===== config.mk =====
export PLATFORM = sky130hd
export DESIGN_NAME = ingress_arbiter
export DESIGN_NICKNAME = d
export VERILOG_FILES = /design/src/switch_pkg.sv /design/src/ingress_arbiter.sv
export SDC_FILE = /design/constraint.sdc
export NUM_CORES = 1
export LEC_CHECK = 0
export ABC_AREA = 1
export BUFFER_PORTS_ARGS = -buffer_cell sky130_fd_sc_hd__buf_2
export CORE_UTILIZATION = 39
export CTS_BUF_LIST = sky130_fd_sc_hd__clkbuf_2
export CTS_CLUSTER_DIAMETER = 30
export CTS_CLUSTER_SIZE = 8
export DETAILED_ROUTE_END_ITERATION = 8
export PLACE_DENSITY = 0.87
export REMOVE_ABC_BUFFERS = 1
export SLEW_MARGIN = 15
export SYNTH_ARGS = -nofsm -noshare
export SYNTH_HDL_FRONTEND = slang
export SYNTH_SLANG_ARGS = --single-unit

===== constraint.sdc =====
create_clock -name clk -period 1.7 [get_ports clk]
set_input_delay 0.255 -clock clk [delete_from_list [all_inputs] [get_ports clk]]
set_output_delay 0.255 -clock clk [all_outputs]
set_load 0.1 [all_outputs]

===== src/switch_pkg.sv =====
package switch_pkg;

    localparam int NUM_PORTS       = 4;
    localparam int MAX_FRAME_BYTES = 64;
    localparam int RX_FIFO_BYTES   = 128;
    localparam int TX_FIFO_BYTES   = 128;
    localparam int HASH_BITS       = 4;

    // address widths of the byte stores
    localparam int FRAME_AW = $clog2(MAX_FRAME_BYTES);
    localparam int RX_AW    = $clog2(RX_FIFO_BYTES);
    localparam int TX_AW    = $clog2(TX_FIFO_BYTES);

    localparam logic [47:0] BCAST_MAC = 48'hffff_ffff_ffff;

    typedef logic [7:0]             byte_t;
    typedef logic [1:0]             port_id_t;
    typedef logic [NUM_PORTS-1:0]   port_map_t;
    typedef logic [47:0]            mac_addr_t;
    typedef logic [FRAME_AW:0]      frame_len_t;
    typedef logic [HASH_BITS-1:0]   hash_t;

    // one extra bit so full and empty differ
    typedef logic [RX_AW:0]         rx_ptr_t;
    typedef logic [TX_AW:0]         tx_ptr_t;

    typedef struct packed {
        logic  dv;
        logic  er;
        byte_t data;
    } gmii_rx_t;

    typedef struct packed {
        logic  en;
        byte_t data;
    } gmii_tx_t;

    typedef struct packed {
        byte_t    data;
        logic     last;
        port_id_t src_port;
    } frame_beat_t;

    typedef struct packed {
        mac_addr_t dmac;
        mac_addr_t smac;
        port_id_t  src_port;
    } lookup_req_t;

    typedef struct packed {
        port_map_t port_map;
    } lookup_resp_t;

    typedef enum logic [1:0] {
        FP_RECV,
        FP_LOOKUP,
        FP_WAIT_ROOM,
        FP_SEND
    } fp_state_e;

endpackage

===== src/ingress_arbiter.sv =====
`timescale 1ns/100ps

module ingress_arbiter (
    input  logic                    clk,
    input  logic                    i_rst_n,
    input  switch_pkg::port_map_t   i_frame_avail,
    input  switch_pkg::frame_beat_t i_beats [switch_pkg::NUM_PORTS],
    output switch_pkg::port_map_t   o_pop,
    output logic                    o_valid,
    output switch_pkg::frame_beat_t o_beat,
    input  logic                    i_ready
);
    import switch_pkg::*;

    logic     busy;
    port_id_t owner;
    port_id_t last_winner;
    port_id_t pick;
    port_id_t cand;
    logic     found;

    // search starts one past the previous winner
    always_comb begin
        found = 1'b0;
        pick  = last_winner;
        cand  = last_winner;
        for (int k = 1; k <= NUM_PORTS; k++) begin
            cand = port_id_t'(last_winner + k);
            if (!found && i_frame_avail[cand]) begin
                found = 1'b1;
                pick  = cand;
            end
        end
    end

    always_ff @(posedge clk) begin
        if (!i_rst_n) begin
            busy        <= 1'b0;
            owner       <= '0;
            last_winner <= port_id_t'(NUM_PORTS - 1);
        end else if (!busy) begin
            if (found) begin
                busy  <= 1'b1;
                owner <= pick;
            end
        end else if (i_ready && o_beat.last) begin
            busy        <= 1'b0;
            last_winner <= owner;
        end
    end

    assign o_valid = busy;
    assign o_beat  = i_beats[owner];
    assign o_pop   = (busy && i_ready) ? (port_map_t'(1) << owner) : '0;

    // a pop only ever goes to a port that still holds a complete frame
    a_pop_onehot: assert property (@(posedge clk) disable iff (!i_rst_n)
        $onehot0(o_pop) && ((o_pop & ~i_frame_avail) == '0));

endmodule


After elaboration in Yosys (flattened, before gate mapping):

Cells that the tools add are included.

* add/subtract/negate cells: 4
* multiply operators: 0
* div/mod/pow operators: 0
* order comparisons: 5
* eq/ne operators: 0
* shift operators: 1
* muxes and demuxes: 23
* bitwise gates (word level): 2
* reduce and logical (&&, ||, !) cells: 10

Operator list (number)
* 11-bit binary-select mux with 2-bit select: 1
* 11-bit 2-to-1 mux: 2
* 2-bit by 3-bit < comparator with 1-bit output (second input constant): 4
* 1-bit 2-to-1 mux: 11
* 1-bit binary-select mux with 2-bit select: 4
* 2-bit 2-to-1 mux: 4
* 1-bit logical AND: 5
* 2-bit by 1-bit adder with 2-bit output (second input constant): 2
* 2-bit adder (second input constant): 2
* 4-bit 2-to-1 mux: 1
* 2-bit AND reduction: 2
* 1-bit by 2-bit << shifter with 4-bit output (first input constant): 1
* 3-bit >= comparator (second input constant): 1
* 1-bit logical NOT: 3
* 2-bit inverter with 3-bit output: 1
* 1-bit inverter: 1

* bits in registers: 5
* latch bits: 0
* bits in writable memories: 0
* bits in read-only memories: 0
* bits of input ports: 51
* output and inout port bits: 16
* logic and storage cells: 48
* memories kept: 0

Longest topological paths before layout:

* depth after elaboration: 15
* depth in mapped cells: 12
* mapped depth without buffers: 11

Worst setup path before layout:

Ideal clock, no wire load.

* path type: register to output
* from: register busy, in the netlist o_valid
* to: output o_pop[0]
* data arrival time: 3.312 ns
* data required time: 1.445 ns
* path slack: -1.867 ns
* cell stages (with the launch flop): 3
* path buffers: 0
* cell sequence: dfxtp_1 > nand2_1 > nor3_1

* cells in the longest elaborated chain, start to end: 2

RTL lines
* start: declaration: line ingress_arbiter.sv:15 `logic busy;`
* start signal: assignment: line ingress_arbiter.sv:38 `busy <= 1'b0;`
* start signal: assignment: line ingress_arbiter.sv:43 `busy <= 1'b1;`
* start signal: assignment: line ingress_arbiter.sv:47 `busy <= 1'b0;`
* 1-bit logical AND: line ingress_arbiter.sv:54 `assign o_pop = (busy && i_ready) ? (port_map_t'(1) << owner) : '0;`
* 4-bit 2-to-1 mux: line ingress_arbiter.sv:54
* end: declaration: line ingress_arbiter.sv:8 `output switch_pkg::port_map_t o_pop,`

Every way passes these cells.

==> impl_metrics.env <==
export IMPL_clock_skew_final_ps=9.59
export IMPL_grt_usage=0.232
export IMPL_synth_top_cell_area_share=0.202
export IMPL_port_buffer_count=66
export IMPL_route_vias_total=1110
export IMPL_cp_max_fo=5
export IMPL_ys_types=21
export IMPL_detailedRoute_firstPassIterationCount=5
export IMPL_synthesis_instances=129
export IMPL_synth_yosys_warnings=0
export IMPL_hold_path_startpoint="i_rst_n"
export IMPL_critical_path_slowest_cell="dfxtp_4"
export IMPL_routabilityCongestion=0.863
export IMPL_drtIter0Drc=38
export IMPL_p_per_area_nw_per_um2=1050
export IMPL_hold_path_class="in -> reg"
export IMPL_postLayoutCellArea_um2=1440
export IMPL_num_rows=16
export IMPL_power_share_switching=0.587
export IMPL_drt_antenna_violating_nets=0
export IMPL_p_leak_nw=0.787
export IMPL_post_synth_mux_area_share=0
export IMPL_die_area_um2=2230
export IMPL_post_synth_instance_area_um2=800
export IMPL_syn_area_per_cell_um2=6.20
export IMPL_fin_crit_sh=0.973
export IMPL_utilization=0.743
export IMPL_die_h_um=47.3
export IMPL_antenna_cells_inserted=0
export IMPL_minimum_clock_period_after_layout_ps=1650
export IMPL_clockPowerShare=0.078
export IMPL_end_kind="primary output"
export IMPL_global_route_usage_met2=0.403
export IMPL_routed_wl_mm=2.82
export IMPL_nNetsFinal=251
export IMPL_cts_tree="done"
export IMPL_crit_path_start="owner[0]"
export IMPL_grt_busiest_layer="met2"
export IMPL_path_clk_slew_ps=70
export IMPL_timing_critical_path_from_type="flop"
export IMPL_power_share_combinational=0.811
export IMPL_via_count_of_the_first_global_routing_pass=894
export IMPL_vdd_drop_max_mv=0.838
export IMPL_post_synth_and_or_nand_nor_area_fraction=0.531
export IMPL_cts_hold_buf=0
export IMPL_post_dp_hpwl_mm=2.12
export IMPL_setup_viol=0
export IMPL_grt_overflow_total=0
export IMPL_power_frac_seq=0.110
export IMPL_worst_pin_slew_ps=483
export IMPL_post_synth_fa_ha_maj_area_fraction=0
export IMPL_slew_limit_headroom=0.680
export IMPL_clk_root_buffer_cell="clkbuf_2"
export IMPL_design_portCount=67
export IMPL_max_clock_path_buffers=2
export IMPL_final_setup_tns_ps=0
export IMPL_grt_antenna_before_repair=0
export IMPL_grt_max_degree=12
export IMPL_initial_cell_density_of_the_core=0.412
export IMPL_grt_util_met1=0.281
export IMPL_critical_path_cell_chain="inv_4 -> nor2_4 -> buf_4 -> a22oi_1 -> nand3_2 -> buf_12"
export IMPL_synth_compound_gate_area_share=0.218
export IMPL_synth_area_in_xor_xnor=0
export IMPL_area_growth_syn_to_layout_pct=80.4
export IMPL_grt_first_pass_wirelength_mm=3.70
export IMPL_die_w_um=47.3
export IMPL_numPlacedInstances=218
export IMPL_detail_route_drc_violations=0
export IMPL_post_dp_cell_area_um2=1330
export IMPL_power_report_internal_total_uw=628
export IMPL_yosysSeqAreaShare=0.125
export IMPL_timing_fmax_ghz=0.604
export IMPL_cts_num_sinks=5
export IMPL_worstSkewPairLatency_ps=230
export IMPL_final_max_slew_violation_count=0
export IMPL_setup_worst_path_class="reg -> out"
export IMPL_cp_arrival_ps=1400
export IMPL_route_detailed_vias_per_inst=4.91
export IMPL_cts_made_buffers=3
export IMPL_max_cap_viol_count=0
export IMPL_ys_seq_elements=5
export IMPL_reg2reg_from="last_winner[0]"
export IMPL_netSwitchingPower_uw=891
export IMPL_synth_top_family_by_area="simple AND/OR/NAND/NOR gates"
export IMPL_final_hold_fails=0
export IMPL_worst_endpoint_required_ps=1440
export IMPL_yosysTopAreaCell="nand2_1"
export IMPL_ctsHtreeMaxLevel=1
export IMPL_top_cells_by_area_in_the_synthesized_netlist="nand2_1 (20%), a22oi_1 (15%), dfxtp_1 (13%)"
export IMPL_outcome="finished, final reports clean"
export IMPL_core_area_um2=1940
export IMPL_grt_met3_usage=0.0423
export IMPL_drive_above_1_share=0.553
export IMPL_wl_per_cell_um=12.5
export IMPL_rsz0062_at_grt="true"
export IMPL_final_cells=226
export IMPL_crit_path_max_incr_delay_ps=380
[layout by cell type, fill, tap and decap left out, types with 2 or more instances in the layout]
cell      netlist  layout
nand2_4         7       7
nor3_1          3       3
a21oi_1         2       2
buf_2           3      52
nor2_4          0       3
clkbuf_2        0       4
buf_6           2       2
buf_4           0       4
nor2_1          6       3
a22oi_1        16      14
nand2_2        10      10
nand3_1         8       7
dfxtp_4         0       2
buf_12          0      13
nand2_1        43      43
inv_2           3       3
inv_4           0       2
dfxtp_1         5       3
o211ai_1        4       4
inv_1          10       8
a22oi_2         0       2
[final timing paths]
check,end,slack (ps),cells past startpoint
min,last_winner[1],280,2
max,o_beat[2],50,6
max reg2reg,owner[0],180,11
min reg2reg,owner[1],540,2
[per-stage QoR]
stage | setup slack (ps) | hold WS, ps | total power [mW]
2_1_floorplan | -1870 | 354 | 0.919
3_5_place_dp | -37.3 | 502 | 1.34
6_report | 45.3 | 280 | 1.52
5_1_grt | -19.5 | 268 | 1.59
4_1_cts | 2.51 | 270 | 1.48
3_3_place_gp | -4.34 | 495 | 1.32
[power groups by stage]
stage	Combinational (mW)	Clock, mW	Sequential [mW]
after detailed placement	1.18	0	0.159
after global placement	1.16	0	0.159
after CTS	1.20	0.121	0.161
final	1.23	0.119	0.168
after global routing	1.29	0.129	0.171
after floorplan	0.745	0	0.174
[flip-flops by register name, summed over array words and instances (netlist names)]
register / flops
last_winner: 2
o_valid: 1
owner: 2
[per-layer routing]
layer / routed length, um / share of wire / up-vias
met1: 1150 / 0.41 / 501
met3: 109 / 0.039 / 2
met2: 1540 / 0.55 / 37
li1: - / - / 570
met5: 0 / 0 / -
met4: 22 / 0.0078 / 0
[worst max-delay path: cells and delay by family (launching register included)]
kind,cells,cell delay (ps)
AOI/OAI and AO/OA,1,170
DFF,1,380
buffers and inverters,3,430
and+or+nand+nor,2,180
[kinds of logic (layout without fill, tap and decap cells)]
| family | after synthesis | count (layout) |
|---|---|---|
| AO/OA/AOI/OAI | 24 | 24 |
| buffers and inverters | 20 | 90 |
| flip-flops | 5 | 5 |
| AND/OR/NAND/NOR | 80 | 80 |
[layout make-up]
class                           instances  area [um^2]
Multi-Input combinational cell        104          636
Timing Repair Buffer                   72          581
Fill cell                             155          499
Sequential cell                         5          108
Inverter                               14         65.1
Tap cell                               27         33.8
Clock buffer                            4         20.0
[synthesized netlist by cell type]
cell and count:
nand2_1 43, a22oi_1 16, inv_1 10, nand2_2 10
nand3_1 8, nand2_4 7, nor2_1 6, dfxtp_1 5
o211ai_1 4, buf_2 3, inv_2 3, nor3_1 3
a21oi_1 2, buf_6 2, a21oi_2 1, clkbuf_1 1
inv_8 1, nand3_4 1, nand4_1 1, nor2_8 1
o21ai_1 1
[repair_timing]
action                     in CTS  in global routing
setup endpoints to repair      13                 12
resized for setup               7                 17
setup buffers                   1                  1
pin swaps                       1                  5
cloned                          0                  2
Power figures use the tool's default switching activity.
