==> config.mk <==
export PLATFORM = sky130hd
export DESIGN_NAME = frame_process
export DESIGN_NICKNAME = d
export VERILOG_FILES = /design/src/switch_pkg.sv /design/src/frame_process.sv
export SDC_FILE = /design/constraint.sdc
export NUM_CORES = 1
export LEC_CHECK = 0
export BUFFER_PORTS_ARGS = -buffer_cell sky130_fd_sc_hd__buf_2
export CORE_AREA = 2 2 325 247
export DETAILED_ROUTE_END_ITERATION = 8
export DIE_AREA = 0 0 327 249
export PLACE_DENSITY = 0.48
export SKIP_LAST_GASP = 1
export SYNTH_ARGS = -nofsm -noshare
export SYNTH_HDL_FRONTEND = slang
export SYNTH_SLANG_ARGS = --single-unit
==> constraint.sdc <==
create_clock -name clk -period 7.55 [get_ports clk]
set_input_delay 1.8875 -clock clk [delete_from_list [all_inputs] [get_ports clk]]
set_output_delay 1.8875 -clock clk [all_outputs]
set_load 0.1 [all_outputs]
==> src/switch_pkg.sv <==
package switch_pkg;

    localparam int NUM_PORTS       = 4;
    localparam int MAX_FRAME_BYTES = 64;
    localparam int RX_FIFO_BYTES   = 128;
    localparam int TX_FIFO_BYTES   = 128;
    localparam int HASH_BITS       = 4;

    // address widths of the byte stores
    localparam int FRAME_AW = $clog2(MAX_FRAME_BYTES);
    localparam int RX_AW    = $clog2(RX_FIFO_BYTES);
    localparam int TX_AW    = $clog2(TX_FIFO_BYTES);

    localparam logic [47:0] BCAST_MAC = 48'hffff_ffff_ffff;

    typedef logic [7:0]             byte_t;
    typedef logic [1:0]             port_id_t;
    typedef logic [NUM_PORTS-1:0]   port_map_t;
    typedef logic [47:0]            mac_addr_t;
    typedef logic [FRAME_AW:0]      frame_len_t;
    typedef logic [HASH_BITS-1:0]   hash_t;

    // one extra bit so full and empty differ
    typedef logic [RX_AW:0]         rx_ptr_t;
    typedef logic [TX_AW:0]         tx_ptr_t;

    typedef struct packed {
        logic  dv;
        logic  er;
        byte_t data;
    } gmii_rx_t;

    typedef struct packed {
        logic  en;
        byte_t data;
    } gmii_tx_t;

    typedef struct packed {
        byte_t    data;
        logic     last;
        port_id_t src_port;
    } frame_beat_t;

    typedef struct packed {
        mac_addr_t dmac;
        mac_addr_t smac;
        port_id_t  src_port;
    } lookup_req_t;

    typedef struct packed {
        port_map_t port_map;
    } lookup_resp_t;

    typedef enum logic [1:0] {
        FP_RECV,
        FP_LOOKUP,
        FP_WAIT_ROOM,
        FP_SEND
    } fp_state_e;

endpackage
==> src/frame_process.sv <==
`timescale 1ns/100ps

module frame_process (
    input  logic                     clk,
    input  logic                     i_rst_n,
    input  logic                     i_valid,
    input  switch_pkg::frame_beat_t  i_beat,
    output logic                     o_ready,
    output logic                     o_lookup_req,
    output switch_pkg::lookup_req_t  o_lookup,
    input  logic                     i_lookup_ack,
    input  switch_pkg::lookup_resp_t i_lookup,
    input  switch_pkg::port_map_t    i_has_room,
    output switch_pkg::port_map_t    o_wr_mask,
    output switch_pkg::byte_t        o_wr_data,
    output logic                     o_wr_last
);
    import switch_pkg::*;

    fp_state_e  state;
    byte_t      frame_buf [MAX_FRAME_BYTES];
    frame_len_t len;
    frame_len_t rd_idx;
    mac_addr_t  dmac;
    mac_addr_t  smac;
    port_id_t   src_port;
    port_map_t  port_map;
    logic       lookup_req_q;
    logic       beat_in;
    logic       room_ok;

    assign o_ready      = (state == FP_RECV);
    assign beat_in      = i_valid && o_ready;
    assign o_lookup_req = lookup_req_q;
    assign o_lookup     = '{dmac: dmac, smac: smac, src_port: src_port};

    // on the ack cycle the fresh map is checked so no cycle is lost
    assign room_ok = ((i_lookup_ack ? i_lookup.port_map : port_map) & ~i_has_room) == '0;

    always_ff @(posedge clk) begin
        if (beat_in) begin
            frame_buf[len[FRAME_AW-1:0]] <= i_beat.data;
            src_port <= i_beat.src_port;
            // bytes 0..5 then 6..11, first byte ends up on top
            if (len < 6) begin
                dmac <= {dmac[39:0], i_beat.data};
            end else if (len < 12) begin
                smac <= {smac[39:0], i_beat.data};
            end
        end
        if (i_lookup_ack) begin
            port_map <= i_lookup.port_map;
        end
    end

    always_ff @(posedge clk) begin
        if (!i_rst_n) begin
            state        <= FP_RECV;
            len          <= '0;
            rd_idx       <= '0;
            lookup_req_q <= 1'b0;
        end else begin
            lookup_req_q <= 1'b0;
            case (state)
                FP_RECV: begin
                    if (beat_in) begin
                        len <= len + 1;
                        if (i_beat.last) begin
                            state        <= FP_LOOKUP;
                            lookup_req_q <= 1'b1;
                        end
                    end
                end
                FP_LOOKUP: begin
                    if (i_lookup_ack) begin
                        rd_idx <= '0;
                        // nowhere to go, drop it
                        if (i_lookup.port_map == '0) begin
                            state <= FP_RECV;
                            len   <= '0;
                        end else if (room_ok) begin
                            state <= FP_SEND;
                        end else begin
                            state <= FP_WAIT_ROOM;
                        end
                    end
                end
                FP_WAIT_ROOM: begin
                    if (room_ok) begin
                        state <= FP_SEND;
                    end
                end
                FP_SEND: begin
                    rd_idx <= rd_idx + 1;
                    if (o_wr_last) begin
                        state <= FP_RECV;
                        len   <= '0;
                    end
                end
                default: state <= FP_RECV;
            endcase
        end
    end

    always_comb begin
        o_wr_mask = (state == FP_SEND) ? port_map : '0;
        o_wr_data = frame_buf[rd_idx[FRAME_AW-1:0]];
        o_wr_last = (state == FP_SEND) && (rd_idx + 1 == len);
    end

    a_ack_after_req: assert property (@(posedge clk) disable iff (!i_rst_n)
        i_lookup_ack |-> $past(o_lookup_req));

endmodule

# After elaboration in Yosys (flattened, before gate mapping)

Memories as Yosys holds them, arrays and structs flattened. A register that Yosys moved wholly into a read port is not among the register bits.
Cells that the tools add are included.

Register bits: 119
Memory bits (writable): 512
Output and inout port bits: 113
Memories kept: 1

$add $sub $neg: 2
Order comparisons: 2
Eq/ne operators: 10
Multiplexer cells: 22
Bitwise logic cells: 3
Reductions and logical operators: 13

Memories:

| name      | words | width | rd ports | clocked after Yosys merged registers in | wr ports | RTL line            | source |
|---|---|---|---|---|---|---|---|
| frame_buf | 64    | 8     | 1        | 1                                       | 1        | frame_process.sv:21 | `byte_t frame_buf [MAX_FRAME_BYTES];` |

Operators with widths:

| operator            | number |
|---|---|
| $mux 7              | 5 |
| $pmux 7 s3          | 1 |
| $pmux 7 s2          | 1 |
| $mux 2              | 6 |
| $mux 6              | 2 |
| $ne 2x2->1 const B  | 5 |
| $reduce_and 5->1    | 2 |
| $add 7x1->8 const B | 1 |
| $eq 8x7->1          | 1 |
| $logic_not 4->1     | 2 |
| $mux 4              | 2 |
| $pmux 2 s4          | 1 |
| $add 7x1->7 const B | 1 |
| $lt 7x3->1 const B  | 1 |
| $lt 7x4->1 const B  | 1 |
| $reduce_and 3->1    | 2 |
| $and 4x4->4         | 1 |
| $eq 2x2->1 const B  | 2 |
| $mux 1              | 4 |
| $not 4->4           | 1 |
| $reduce_and 2->1    | 2 |
| $reduce_bool 3->1   | 1 |
| $eq 2x1->1 const B  | 1 |
| $logic_and 1x1->1   | 2 |
| 4 further kinds     | 4 |

# Logic depth before layout (Yosys ltp)

Depth after elaboration: 7
Gate-level depth with buffers: 7
Depth with buffers taken out: 6

# Least setup slack after synthesis

Ideal clock, no wire load.

Path kind: in2reg
Start point: in i_valid
End point: reg dmac[0], enable pin
Library setup time: 0.523 ns
Arrival time: 6.266 ns
Data required time: 7.027 ns
Slack: 0.761 ns
Cell stages on the path: 4
Buffers on the path: 1
Path through: nor3b_1 clkbuf_1 nand3b_1 nor3b_1

Longest elaborated chain between the ends: 2

Ends and longest elaborated chain:

| element                           | RTL line            | source |
|---|---|---|
| start, declared                   | frame_process.sv:6  | `input logic i_valid,` |
| $logic_and 1x1->1                 | frame_process.sv:33 | `assign beat_in = i_valid && o_ready;` |
| net beat_in                       | frame_process.sv:29 | `logic beat_in;` |
| $reduce_and 2->1 (no source line) | --                  |  |
| end signal, assigned              | frame_process.sv:46 | `dmac <= {dmac[39:0], i_beat.data};` |
| end, declared                     | frame_process.sv:24 | `mac_addr_t dmac;` |

The timed path passes the listed nets, and every way through them passes these cells.
A chain may end at the register's enable or synchronous reset.

==> implementation parameters <==
Parameter                              Value

Drt
  Routed wire length per instance ... 24.24 µm
  Wire length reported by the detailed router ... roughly 59 mm
  Residual antenna-violating net count after detailed routing ... 0
  Routed met1 length ... 27.67 mm
  Routed met3 length ... 4.923 mm
  DRC violation total after the first TritonRoute iteration ... 1221
  Average vias per placed instance ... approximately 5
  Met2 wirelength from detailed routing ... between 20 and 30 mm
  Highest metal used ... met5
  Number of vias after detailed routing ... 12.07k
  Remaining routing DRC violations ... 0
  Drt pass-1 iters ... 5

Synthesis
  Most used flip-flop cell after synthesis ... edfxtp_1
  Multiplexer area fraction after synthesis ... 12.30%
  Top post-synthesis cells by area ... edfxtp_1 (76%), mux4_2 (12%), dfxtp_1 (2.2%)
  Synth warn ... 0
  Sequential cell area fraction in the yosys report ... 78.40%
  Largest family of logic cells by synthesized area ... multiplexers
  EDFF count, synth ... 610
  Asr flop ratio synth ... 0%
  Most common cell in the netlist ... edfxtp_1
  Mean Syn Cell Area ... 20.65 µm²
  Compound-cell area share of the yosys netlist ... 3.532%
  Fraction of the mapped netlist area in simple logic gates ... 4.005%
  Largest area contributor in the netlist ... edfxtp_1
  Netlist cell types ... 54
  Syn Inst Count ... between 1k and 1.5k
  Cell area after technology mapping ... 24050 µm²
  Post-synthesis share of cell area spent on xor and xnor gates ... less than 1%
  Synthesized flop and latch total ... 637
  Synth top area share ... 76.15%
  Top cell types by occurrence after synthesis ... edfxtp_1 (610), mux4_2 (128), nor2_1 (87), a22oi_1 (61), clkbuf_1 (33)
  Adder-Cell Fraction of Synth Area ... 0.1040%
  Syn nets ... 1190

Clocking
  H-tree levels ... 3
  Clock Tree Buf Depth ... 3
  Number of clock sinks ... 637
  TritonCTS clock tree ... done
  Post-cts resize count ... 0
  # hold bufs at CTS ... 0
  Source-to-sink clock delay at the later pin of the worst-skew pair ... 0.61 ns
  Setup bufs post-CTS ... 0
  Cell chosen for the clock root ... clkbuf_16
  Clock-pin slew on the worst setup and hold paths ... 0.06 ns
  Number of buffers created by CTS ... 69

Power
  P_leak ... between 0.008 and 0.009 µW
  Max IR drop VDD ... 0.1516 mV
  Power per cell area ... roughly 270 nW/µm²

Worst setup path
  Worst path slowest cell ... dfxtp_4
  Worst-path maximum fanout ... 37
  Cell family with the largest share of critical-path delay ... buffers and inverters
  Required time reported for the critical path endpoint ... 5.66 ns
  Arrival time at the worst endpoint ... 4.05 ns
  WP buf/inv ... 2
  Critical Setup Path Class ... register to output pin
  Worst setup EP type ... output pin
  Worst-path cell chain ... buf_4 -> mux4_2 -> a221oi_1 -> o22ai_1 -> a211o_1 -> buf_2
  Critical Path Source Type ... register
  Stage delay of the slowest cell on the critical path ... 0.86 ns

Global routing
  Wire length of the first global-routing pass ... ~86 mm
  Total routing usage reported by global routing ... 14.42%
  Total congestion overflow ... 0
  Largest net degree at the start of global routing ... 67
  Number of antenna violations at the first check in global routing ... 2
  Via count of the first global-routing pass ... 12.08k

Timing
  Max_slew headroom ... 21.47%
  Post-layout min period ... roughly 5.9 ns
  RSZ-0062 raised after global routing ... no
  Number of endpoints failing setup at the final stage ... 0
  Highest achievable clock rate ... 168.5 MHz
  Setup_tns ... 0 ns
  Actual transition at the worst max-transition pin ... 1.178 ns
  Clock Skew ... roughly 0.015 ns
  Total count of hold-check failures in the final report ... 0
  Final Slew Violations ... 0
  Final period util ... 78.60%

Floorplan
  Row Count ... 89
  Area of the core region ... around 78000 µm²
  IO Pins ... 136
  Die Y ... 249 µm
  Overall die width ... 327 µm
  Starting utilization of the core area ... between 30% and 40%
  Die Footprint ... about 81000 µm²

Cells and area
  Diode insertion count for antenna repair ... 0
  Post-layout util ... ~36%
  Area growth, synth to finish ... 16.65%
  Final Net Count ... 1361
  Ratio of cells with drive above 1 in the final layout ... 28.39%
  Fillcell total ... 7276

Run status
  Run status ... finished clean

Placement
  Placer Congestion ... 0.7931
  Half-perimeter wire length after placement ... 35.43 mm
  Number of buffers inserted by port buffering ... 135

Run
  Number of maximum-capacitance violations ... 0

Min path
  Min-Delay Path Class ... register to register
## per-stage QoR
step                      setup WS, ns  std cells  hold WS (ns)  total power (µW)  cell area, µm²
after floorplan                 0.7612       1165        0.4678              4349           24050
after global placement           2.120       2311        0.4219              4481           25970
after detailed placement         2.133       2311        0.4281              4487           25970
after CTS                        1.469       2434        0.4423              7678           28060
after global routing             1.317       2434        0.4490              7831           28060
final                            1.616       2434        0.4394              7578           28060
## worst register-to-register path, stage by stage (launching register included)
cell,delay [ns]
dfxtp_1,0.31
buf_4,0.22
nor3b_2,0.24
buf_4,0.26
nand3_1,0.56
nor2_1,1.11
## per-layer routing
metal	global-route usage (%)	vias to the layer above
li1	-	5174
met1	21.38	6353
met2	20.13	441
met3	4.619	95
met4	4.089	2
met5	0	-
## worst paths after layout
check / end / startpoint / slack (ns) / cells past startpoint
worst max-delay path: o_wr_data[3] / register / 1.62 / 6
worst min-delay path: dmac[30]$_DFFE_PP_ / dmac[22]$_DFFE_PP_ / 0.44 / 0
worst max register to register: frame_buf[45][3]$_DFFE_PP_ / state[0]$_SDFFE_PN0P_ / 4.45 / 5
worst min register to register: dmac[30]$_DFFE_PP_ / dmac[22]$_DFFE_PP_ / 0.44 / 0
## cells in the final DEF (no fill, tap or decap), types with 18 or more instances in the layout
| cell | n |
|---|---|
| a22oi_1 | 61 |
| buf_2 | 135 |
| buf_4 | 22 |
| clkbuf_1 | 18 |
| clkbuf_16 | 70 |
| dfxtp_1 | 25 |
| edfxtp_1 | 610 |
| mux4_2 | 128 |
| nand2_1 | 28 |
| nand3_1 | 32 |
| nor2_1 | 86 |
## flip-flops by register name, summed over array words and instances (netlist names), named ones only
name / flops
src_port: 2
len: 7
smac: 48
frame_buf: 512
rd_idx: 7
port_map: 4
state: 1
dmac: 48
o_lookup_req: 1
## cells by family (layout without fill, tap and decap cells)
kind of cell	count (synthesis)	in the layout
AO/OA/AOI/OAI	117	117
XOR/XNOR	7	7
adder cells (fa/ha/maj)	2	2
buffers and inverters	67	290
flip-flops	637	637
multiplexers	135	135
AND/OR/NAND/NOR	200	200
## power by group
group | switching [µW] | internal (µW) | total [µW]
combinational | 390 | 74.0 | 464
clock | 1370 | 1800 | 3170
sequential | 20.9 | 3920 | 3940
## layout make-up
cell class                      instances  area [µm²]  share of cell area [%]
Tap cell                             1046        1309                   4.665
Sequential cell                       637       18870                   67.24
Clock inverter                         33       244.0                  0.8696
Multi-Input combinational cell        461        4881                   17.40
Clock buffer                           90        1847                   6.582
Inverter                                8       30.03                  0.1070
Timing Repair Buffer                  159       880.8                   3.139
No activity file was read; power rests on OpenSTA's default activity.
