File: config.mk
export PLATFORM = sky130hd
export DESIGN_NAME = tx_port_queue
export DESIGN_NICKNAME = d
export VERILOG_FILES = /design/src/switch_pkg.sv /design/src/tx_port_queue.sv
export SDC_FILE = /design/constraint.sdc
export NUM_CORES = 1
export LEC_CHECK = 0
export BUFFER_PORTS_ARGS = -buffer_cell sky130_fd_sc_hd__buf_4
export CAP_MARGIN = 0
export CORE_MARGIN = 4
export CORE_UTILIZATION = 30
export DETAILED_ROUTE_END_ITERATION = 16
export HOLD_SLACK_MARGIN = 0.08
export MAX_ROUTING_LAYER = met4
export SLEW_MARGIN = 20
export SYNTH_ARGS = -nofsm -noshare
export SYNTH_HDL_FRONTEND = slang
export SYNTH_SLANG_ARGS = --single-unit
File: constraint.sdc
create_clock -name clk -period 10.7 [get_ports clk]
set_input_delay 0.535 -clock clk [delete_from_list [all_inputs] [get_ports clk]]
set_output_delay 0.535 -clock clk [all_outputs]
set_load 0.05 [all_outputs]
File: src/switch_pkg.sv
package switch_pkg;

    localparam int NUM_PORTS       = 4;
    localparam int MAX_FRAME_BYTES = 64;
    localparam int RX_FIFO_BYTES   = 128;
    localparam int TX_FIFO_BYTES   = 128;
    localparam int HASH_BITS       = 4;

    // address widths of the byte stores
    localparam int FRAME_AW = $clog2(MAX_FRAME_BYTES);
    localparam int RX_AW    = $clog2(RX_FIFO_BYTES);
    localparam int TX_AW    = $clog2(TX_FIFO_BYTES);

    localparam logic [47:0] BCAST_MAC = 48'hffff_ffff_ffff;

    typedef logic [7:0]             byte_t;
    typedef logic [1:0]             port_id_t;
    typedef logic [NUM_PORTS-1:0]   port_map_t;
    typedef logic [47:0]            mac_addr_t;
    typedef logic [FRAME_AW:0]      frame_len_t;
    typedef logic [HASH_BITS-1:0]   hash_t;

    // one extra bit so full and empty differ
    typedef logic [RX_AW:0]         rx_ptr_t;
    typedef logic [TX_AW:0]         tx_ptr_t;

    typedef struct packed {
        logic  dv;
        logic  er;
        byte_t data;
    } gmii_rx_t;

    typedef struct packed {
        logic  en;
        byte_t data;
    } gmii_tx_t;

    typedef struct packed {
        byte_t    data;
        logic     last;
        port_id_t src_port;
    } frame_beat_t;

    typedef struct packed {
        mac_addr_t dmac;
        mac_addr_t smac;
        port_id_t  src_port;
    } lookup_req_t;

    typedef struct packed {
        port_map_t port_map;
    } lookup_resp_t;

    typedef enum logic [1:0] {
        FP_RECV,
        FP_LOOKUP,
        FP_WAIT_ROOM,
        FP_SEND
    } fp_state_e;

endpackage
File: src/tx_port_queue.sv
`timescale 1ns/100ps

module tx_port_queue (
    input  logic                 clk,
    input  logic                 i_rst_n,
    input  logic                 i_wr,
    input  switch_pkg::byte_t    i_wr_data,
    input  logic                 i_wr_last,
    output logic                 o_has_room,
    output switch_pkg::gmii_tx_t o_tx
);
    import switch_pkg::*;

    byte_t    mem_data [TX_FIFO_BYTES];
    logic     mem_last [TX_FIFO_BYTES];
    tx_ptr_t  wr_ptr;
    tx_ptr_t  rd_ptr;
    tx_ptr_t  frame_cnt;
    logic     busy;
    logic     gap;
    logic     rd_en;
    logic     rd_last;
    gmii_tx_t tx_q;

    // keep reading inside a frame, start only on a complete one
    assign rd_en      = busy || ((frame_cnt != '0) && !gap);
    assign rd_last    = rd_en && mem_last[rd_ptr[TX_AW-1:0]];
    assign o_has_room = (wr_ptr - rd_ptr) <= tx_ptr_t'(TX_FIFO_BYTES - MAX_FRAME_BYTES);

    always_ff @(posedge clk) begin
        if (i_wr) begin
            mem_data[wr_ptr[TX_AW-1:0]] <= i_wr_data;
            mem_last[wr_ptr[TX_AW-1:0]] <= i_wr_last;
        end
    end

    always_ff @(posedge clk) begin
        if (!i_rst_n) begin
            wr_ptr    <= '0;
            rd_ptr    <= '0;
            frame_cnt <= '0;
            busy      <= 1'b0;
            gap       <= 1'b0;
            tx_q      <= '0;
        end else begin
            if (i_wr) begin
                wr_ptr <= wr_ptr + 1;
            end
            if (rd_en) begin
                rd_ptr <= rd_ptr + 1;
            end
            busy <= rd_en && !rd_last;
            // one idle cycle after each frame
            gap  <= rd_last;
            case ({i_wr && i_wr_last, rd_last})
                2'b10:   frame_cnt <= frame_cnt + 1;
                2'b01:   frame_cnt <= frame_cnt - 1;
                default: frame_cnt <= frame_cnt;
            endcase
            tx_q.en   <= rd_en;
            tx_q.data <= rd_en ? mem_data[rd_ptr[TX_AW-1:0]] : '0;
        end
    end

    assign o_tx = tx_q;

    a_no_write_full: assert property (@(posedge clk) disable iff (!i_rst_n)
        i_wr |-> ((wr_ptr - rd_ptr) != tx_ptr_t'(TX_FIFO_BYTES)));

endmodule

; Word-level counts from Yosys, hierarchy flattened
; Memory sizes are Yosys's and may differ from the RTL's. A register that Yosys moved wholly into a read port is not among the register bits.
; Cells that the tools add are included.
[word_totals]
reg_bits = 27
ram_bits = 1152
in_bits = 12
output_inout_bits = 10
wordCells = 32
memories = 2
[mem_list]
columns = memory, depth, width, read_ports, rd_clocked_by_memory_dff, write_ports, line
row1 = mem_data, 128, 8, 1, 1, 1, tx_port_queue.sv:14  ; byte_t mem_data [TX_FIFO_BYTES];
row2 = mem_last, 128, 1, 1, 1, 1, tx_port_queue.sv:15  ; logic mem_last [TX_FIFO_BYTES];
[classes]
n_addsub = 5
magnitude_cmp = 1
n_eq_ne = 2
muxes = 5
reduce_logical = 11
[op_table]
columns = operator, n
row1 = 8-bit by 1-bit adder with 8-bit output (second input constant), 3
row2 = 8-bit case mux with 2 select lines, 1
row3 = 7-bit 2-to-1 mux, 2
row4 = 8-bit by 7-bit <= comparator with 1-bit output (second input constant), 1
row5 = 8-bit nonzero test, 1
row6 = 8-bit by 1-bit subtractor with 8-bit output (second input constant), 1
row7 = 8-bit subtractor, 1
row8 = 1-bit logical AND, 4
row9 = 1-bit logical NOT, 3
row10 = 2-bit by 1-bit == test with 1-bit output (second input constant), 1
row11 = 2-bit == test (second input constant), 1
row12 = 1-bit 2-to-1 mux, 2
row13 = 2-bit AND reduction, 1
row14 = 2-bit nonzero test, 1
row15 = 1-bit logical OR, 1

; Logic depth before layout (Yosys ltp)
; Gate-level depths: netlist of the first run.
[depth]
depth_word = 6
ltp_mapped = 20

; Worst setup path after synthesis of the first run
; OpenSTA, ideal clock, no wires.
[synth_path]
path_type = flip-flop to output port
start = reg rd_ptr[1]
end = out o_has_room
arrival_time_ns = 3.490
path_slack_ns = 6.675
stages_incl_launch_ff = 15
n_path_buf = 5
cell_sequence = dfxtp_1 > buf_2 > buf_4 > buf_4 > buf_2 > buf_4 > inv_1 > ha_1 > nor2b_1 > o21a_1 > o21ai_0 > nor4b_1 > o2111a_1 > a21oi_1 > nor3_1
[synth_between]
elab_chain_cells = 2
[synth_lines]
columns = item, line
row1 = from (decl), tx_port_queue.sv:17  ; tx_ptr_t rd_ptr;
row2 = from (signal assigned), tx_port_queue.sv:50  ; rd_ptr <= rd_ptr + 1;
row3 = 8-bit subtractor, tx_port_queue.sv:28  ; assign o_has_room = (wr_ptr - rd_ptr) <= tx_ptr_t'(TX_FIFO_BYTES - MAX_FRAME_BYTES);
row4 = 8-bit by 7-bit <= comparator with 1-bit output, tx_port_queue.sv:28
row5 = to (decl), tx_port_queue.sv:9  ; output logic o_has_room,
; Every way passes these cells.

; Worst setup path after layout of the first run
[layout_path]
start = reg rd_ptr[2]
end = out o_has_room
; The elaborated chain is that of the path after synthesis.

==> flow_summary.ini, run 1 <==
[grt]
overflow = 0
grtUsageTotal = 0.136
antenna_found_initial = 4
grt_max_degree = 129
grt_pass1_wl_um = 159000
grt_pass1_vias = 22511

[floorplan]
rows = 144
die_height_um = 402
die-area_um2 = 162000
fp.dieW_um = 402
start_util = 0.302
coreArea_um2 = 154000
pin_count = 22

[sta]
maxSlewViolCount = 0
fin_skew_ps = 26.8
finalSetupViolCount = 0
fin_setup_tns_ps = 0
max_clock_freq_ghz = 0.201
fin_crit_ps = 4980
worst_pin_slew_ps = 1150
whs_ps = 259
hold_viol = 0
fin_crit_sh = 0.466
final.setup.worst_slack_ps = 5720
maxSlewHeadroom = 0.229
rsz0062_at_grt = no

[yosys]
syn-num-nets = 2343
synth_top_area_frac = 0.743
synth_area_um2 = 46600
async_flop_share = 0
synth_ff_type = edfxtp_1
seq_area_frac_synth = 0.761
yosysWarnings = 0
synth_seq_cells = 1194
synth_top_area_cell = edfxtp_1
ys_types = 56
syn_avg_cell_area_um2 = 20.1
synth_edf_count = 1152
synth_area_leaders = edfxtp_1 (74%), mux4_2 (12%), mux2i_1 (2.4%)
synth_cells = 2314

[critical_path]
crit_path_start_kind = flip-flop
path_max_fanout = 37
criticalPathCategory = flip-flop to output port
r2r_cells = 17
crit_required_ps = 10170
cp.arrival_ps = 4450
endpoint_kind = output port

[clock_network]
htreeDepth = 3
cts.sink_count = 1194
cts_buffers = 114
cts_tree = built
cts_root_buffer = clkbuf_16
worst_skew_pair.late_latency_ps = 720
cts_resized = 0
cts_hold_buf = 0
cts_max_path_buffers = 3
cts_setup_buffers = 0
clkTransAtPathRegs_ps = 60

[route]
wl_per_cell_um = 24.0
drtIter0Drc = 2445
vias = 22509
wirelength_um = 108000
drcViolationCount = 0
drt_pass1_iterations = 7
viasPerCell = 5.00
ant_nets = 0

[min_path]
whs_path_depth = 2
hp-class = input port to flip-flop

[power_and_ir_drop]
ir_drop_mv = 0.141
power-per-cell-area_nw_per_um2 = 211
p_leak_nw = 15.7

[place]
hpwl_um = 65800
io_buffers = 21
post-place-ws_ps = 5750
dpl.cell_count = 4291
place.gp.congestion = 0.837

[finish]
area_delta_synth_final_pct = 13.0
drive_above_1_share = 0.209
n_fill_cell = 14477
layout.nets = 2392
layoutNonFillerInstCount = 4505

[job]
cap_violations = 0

[outcome]
status = complete, no violations
==> synth_stat cells (5+ instances only) <==
library cell  number
o21ai_0           19
nor2b_1           19
dfxtp_1           42
nand2_1           88
nor2_1           175
a211o_1            7
nand2b_1           5
o41ai_1            8
mux4_2           254
edfxtp_1        1152
buf_6             11
clkbuf_1          45
or3_1              5
nor4_1             5
buf_2             27
nor3_1            11
and2_1            23
xor2_1             9
a21o_1             7
a22oi_1           59
xnor2_1           12
ha_1              16
mux2i_1          112
nand3_1           21
a22o_1             8
inv_1             10
buf_4             27
o221ai_1          21
o22ai_1           33
a21oi_1           25
a31oi_1           15
==> critical path, cell delays in order (launching register included) <==
cell	delay, ps
dfxtp_2	310
buf_4	630
inv_1	80
buf_4	260
ha_1	340
o21a_1	140
o21ai_0	100
a21oi_1	340
o2111a_1	250
a21oi_1	40
nor3_1	870
buf_4	350
==> per-stage QoR <==
step                       util  total power, mW  cell area (um^2)
after floorplan               -             6.77             46600
after global placement    0.317             7.26             48900
after detailed placement  0.317             7.27             48900
after CTS                 0.340             11.2             52500
after global routing      0.341             11.5             52600
final                     0.341             11.1             52600
==> worst paths after layout <==
kind | from | end | slack (ps)
worst max-delay path | rd_ptr[2] | o_has_room | 5720
worst min register to register | frame_cnt[6] | frame_cnt[6] | 520
worst min-delay path | i_rst_n | frame_cnt[2] | 260
worst max register to register | flip-flop | frame_cnt[7] | 5780
==> placed cells by master (no fill, tap or decap), types with 5 or more instances in the layout <==
cell	count
xor2_1	9
nor4_1	5
nor2_2	33
a21oi_1	25
nor2_1	143
nand2b_1	5
ha_1	16
or3_1	5
buf_4	46
nand2_1	88
bufinv_16	8
dfxtp_1	37
mux2i_1	112
a22oi_1	59
o41ai_1	8
edfxtp_1	1152
clkinv_2	25
a211o_1	7
nand3_1	18
mux4_2	254
o22ai_1	33
a31oi_1	15
nor2b_1	17
o221ai_1	21
a22o_1	8
inv_1	10
nor3_1	11
xnor2_1	12
and2_1	23
clkbuf_1	19
o21ai_0	19
a21o_1	7
clkbuf_16	114
clkinv_1	32
==> final cells by class <==
| cell class | count | area [um^2] | share of cell area |
|---|---|---|---|
| Inverter | 12 | 45.0 | 0.000856 |
| Timing Repair Buffer | 50 | 408 | 0.00775 |
| Clock buffer | 137 | 2980 | 0.0566 |
| Multi-Input combinational cell | 991 | 10500 | 0.200 |
| Antenna cell | 1 | 2.50 | 0.0000476 |
| Clock inverter | 76 | 652 | 0.0124 |
| Tap cell | 2044 | 2560 | 0.0486 |
| Sequential cell | 1194 | 35400 | 0.674 |
==> metal layers <==
| metal | global-route usage | wire length [um] | up-vias |
|---|---|---|---|
| met2 | 0.200 | 49700 | 771 |
| met4 | 0.0418 | 2960 | 0 |
| met5 | - | 0 | - |
| met1 | 0.191 | 48500 | 11916 |
| met3 | 0.0261 | 7040 | 187 |
| li1 | - | - | 9635 |
==> flip-flops by register name, indices dropped and copies added, names as in the netlist, named ones only <==
register	count
mem_last	128
frame_cnt	8
o_tx	9
gap	1
wr_ptr	8
busy	1
mem_data	1024
rd_ptr	8
==> kinds of logic (layout without fill, tap and decap cells) <==
logic type                 count (synthesis)  after routing  synth area share
other                                      0              1                 0
and+or+nand+nor                          366            366            0.0344
AOI/OAI and AO/OA                        221            221            0.0336
muxes                                    366            366             0.147
xor gates and xnor gates                  21             21           0.00395
adders and majority gates                 17             17           0.00473
DFF                                     1194           1194             0.761
buffers and inverters                    129            275            0.0155
==> power breakdown <==
part	internal [mW]	switching [mW]
logic	0.878	0.999
clock network	2.19	1.76
registers	5.16	0.109
total	8.22	2.87
Power figures use the tool's default switching activity.
==> run 2, diff against run 1 <==
- ABC_AREA: not set -> 1
- clock period: 10.7 -> 4.05 ns (I/O delays scaled with it)
==> flow_summary.ini, run 2 <==
[outcome]
status = complete, no violations

[route]
vias = 31737
wl_per_cell_um = 20.0
wirelength_um = 130000
drt_pass1_iterations = 5
viasPerCell = 4.87
drcViolationCount = 0
ant_nets = 0
drtIter0Drc = 3442

[sta]
fin_skew_ps = 37.7
max_clock_freq_ghz = 0.266
fin_crit_ps = 3760
maxSlewHeadroom = 0.241
rsz0062_at_grt = no
fin_crit_sh = 0.930
fin_setup_tns_ps = 0
final.setup.worst_slack_ps = 285
hold_viol = 0
maxSlewViolCount = 0
whs_ps = 160
finalSetupViolCount = 0
worst_pin_slew_ps = 1130

[yosys]
synth_common_cells = nand2_1 (1,549), edfxtp_1 (1,152), nand3_1 (666)
synth_area_um2 = 48700
synth-simple-area-share = 0.203
synth_cells = 4211
synth_top_family_by_area = simple AND/OR/NAND/NOR gates
syn_avg_cell_area_um2 = 11.6
synth_fa_ha_area_frac = 0.00452
async_flop_share = 0
synth-compound-area-share = 0.0342
synth_xor_area_frac = 0.00234
synth_seq_cells = 1194
yosysWarnings = 0
synth_edf_count = 1152
synth.area.mux_share = 0
synth_top_area_frac = 0.710
synth_ff_type = edfxtp_1
syn-num-nets = 4240
synth_area_leaders = edfxtp_1 (71%), nand2_1 (12%), nand3_1 (6.8%)
seq_area_frac_synth = 0.727
ys_types = 33
synth_top_area_cell = edfxtp_1
synth.most_common_cell = nand2_1

[clock_network]
cts_buffers = 120
cts_tree = built
clkTransAtPathRegs_ps = 70
cts_root_buffer = clkbuf_16
cts_max_path_buffers = 3
cts_setup_buffers = 0
worst_skew_pair.late_latency_ps = 750
htreeDepth = 3
cts.sink_count = 1194

[power_and_ir_drop]
power-per-cell-area_nw_per_um2 = 590
power_switching_mw = 10.7
pwr-share-comb = 0.252
p_leak_nw = 19.9
internal-power_mw = 22.2
ir_drop_mv = 0.387
p_seq_frac = 0.421
p_clk_frac = 0.327
p_sw_frac = 0.325

[floorplan]
fp.dieW_um = 411
die-area_um2 = 169000
coreArea_um2 = 161000
rows = 147
die_height_um = 411
pin_count = 22
start_util = 0.303

[place]
post-place-ws_ps = 309
io_buffers = 21
hpwl_um = 77200
post_dp_cell_area_um2 = 51900
dpl.cell_count = 6287
place.gp.congestion = 0.889

[critical_path]
critPathSlowestCell = dfxtp_4
cp_common_cell = nand2_1
cp.arrival_ps = 3560
crit_family = flip-flops
crit_path_start_kind = flip-flop
max_stage_delay_ps = 680
crit_chain = inv_4 -> ha_1 -> nand2_1 -> o21ai_0 -> nand4_1 -> nand2_1 -> xor2_1 -> nand4_1 -> nand2_1 -> buf_4
path_max_fanout = 28
crit_required_ps = 3850
endpoint_kind = output port
criticalPathCategory = flip-flop to output port
reg2reg_setup_slack_ps = 360
critPathBufInv = 2

[finish]
final_area_um2 = 55800
drive_above_1_share = 0.0805
area_delta_synth_final_pct = 14.4
layoutNonFillerInstCount = 6522
layout_common_cells = nand2_1 (1,548), edfxtp_1 (1,152), nand3_1 (666)
largest_reg_flops = 1024
layout.nets = 4289
n_fill_cell = 15609
final_common_cell = nand2_1

[job]
cap_violations = 0

[min_path]
hp-class = input port to flip-flop

[grt]
antenna_found_initial = 4
grtUsageTotal = 0.156
grt_pass1_vias = 30138
grt_pass1_wl_um = 195000
overflow = 0
grt_max_degree = 137
-- run 2: logic make-up (layout without fill, tap and decap cells) --
logic type      count (synthesis)  count (layout)
simple gates                 2400            2400
flops                        1194            1194
buf+inv                       306             454
compound gates                281             281
fa+ha+maj                      17              17
xor+xnor                       13              13
other cells                     0               3
-- run 2: routing by layer --
layer | track usage | wire, um | share of wire
met5 | - | 0 | 0
met2 | 0.241 | 60800 | 0.47
met4 | 0.0502 | 3620 | 0.028
met1 | 0.207 | 56000 | 0.43
met3 | 0.0293 | 10100 | 0.077
-- run 2: worst paths after layout --
| check | to | start | cells after the start |
|---|---|---|---|
| setup / recovery | o_has_room | rd_ptr[1] | 10 |
| hold / removal | mem_data[43][4] | i_wr_data[4] | 1 |
| setup reg to reg | frame_cnt[6] | flip-flop | 22 |
| hold reg to reg | wr_ptr[7] | wr_ptr[7] | 1 |
-- run 2: cell type report --
class                   count  area (um^2)  area share
diodes                      3         7.51    0.000135
clock buffers             161         3270      0.0587
clock inverters            60          524     0.00940
inverters                  58          230     0.00413
multi-input cells        2711        11900       0.214
flip-flops and latches   1194        35400       0.635
well taps                2160         2700      0.0485
repair buffers            175         1670      0.0299
-- run 2: timing repair --
action / 4_1_cts / 5_1_grt
gates resized for setup: 0 / 1
hold endpoints to repair: 252 / 0
setup endpoints to repair: 0 / 1
hold buffers: 11 / 0
-- run 2: power groups by stage --
stage,clock (mW),sequential (mW),combinational [mW]
after CTS,11.0,13.8,8.31
after global routing,11.5,13.9,9.15
after detailed placement,0,14.1,8.28
final,10.8,13.8,8.28
after global placement,0,14.1,8.16
after floorplan,0,14.1,5.36
-- run 2: per-stage QoR --
stage               power, mW   util
floorplan                19.5      -
global placement         22.3  0.322
detailed placement       22.4  0.322
CTS                      33.1  0.346
global route             34.5  0.347
finish                   32.9  0.347
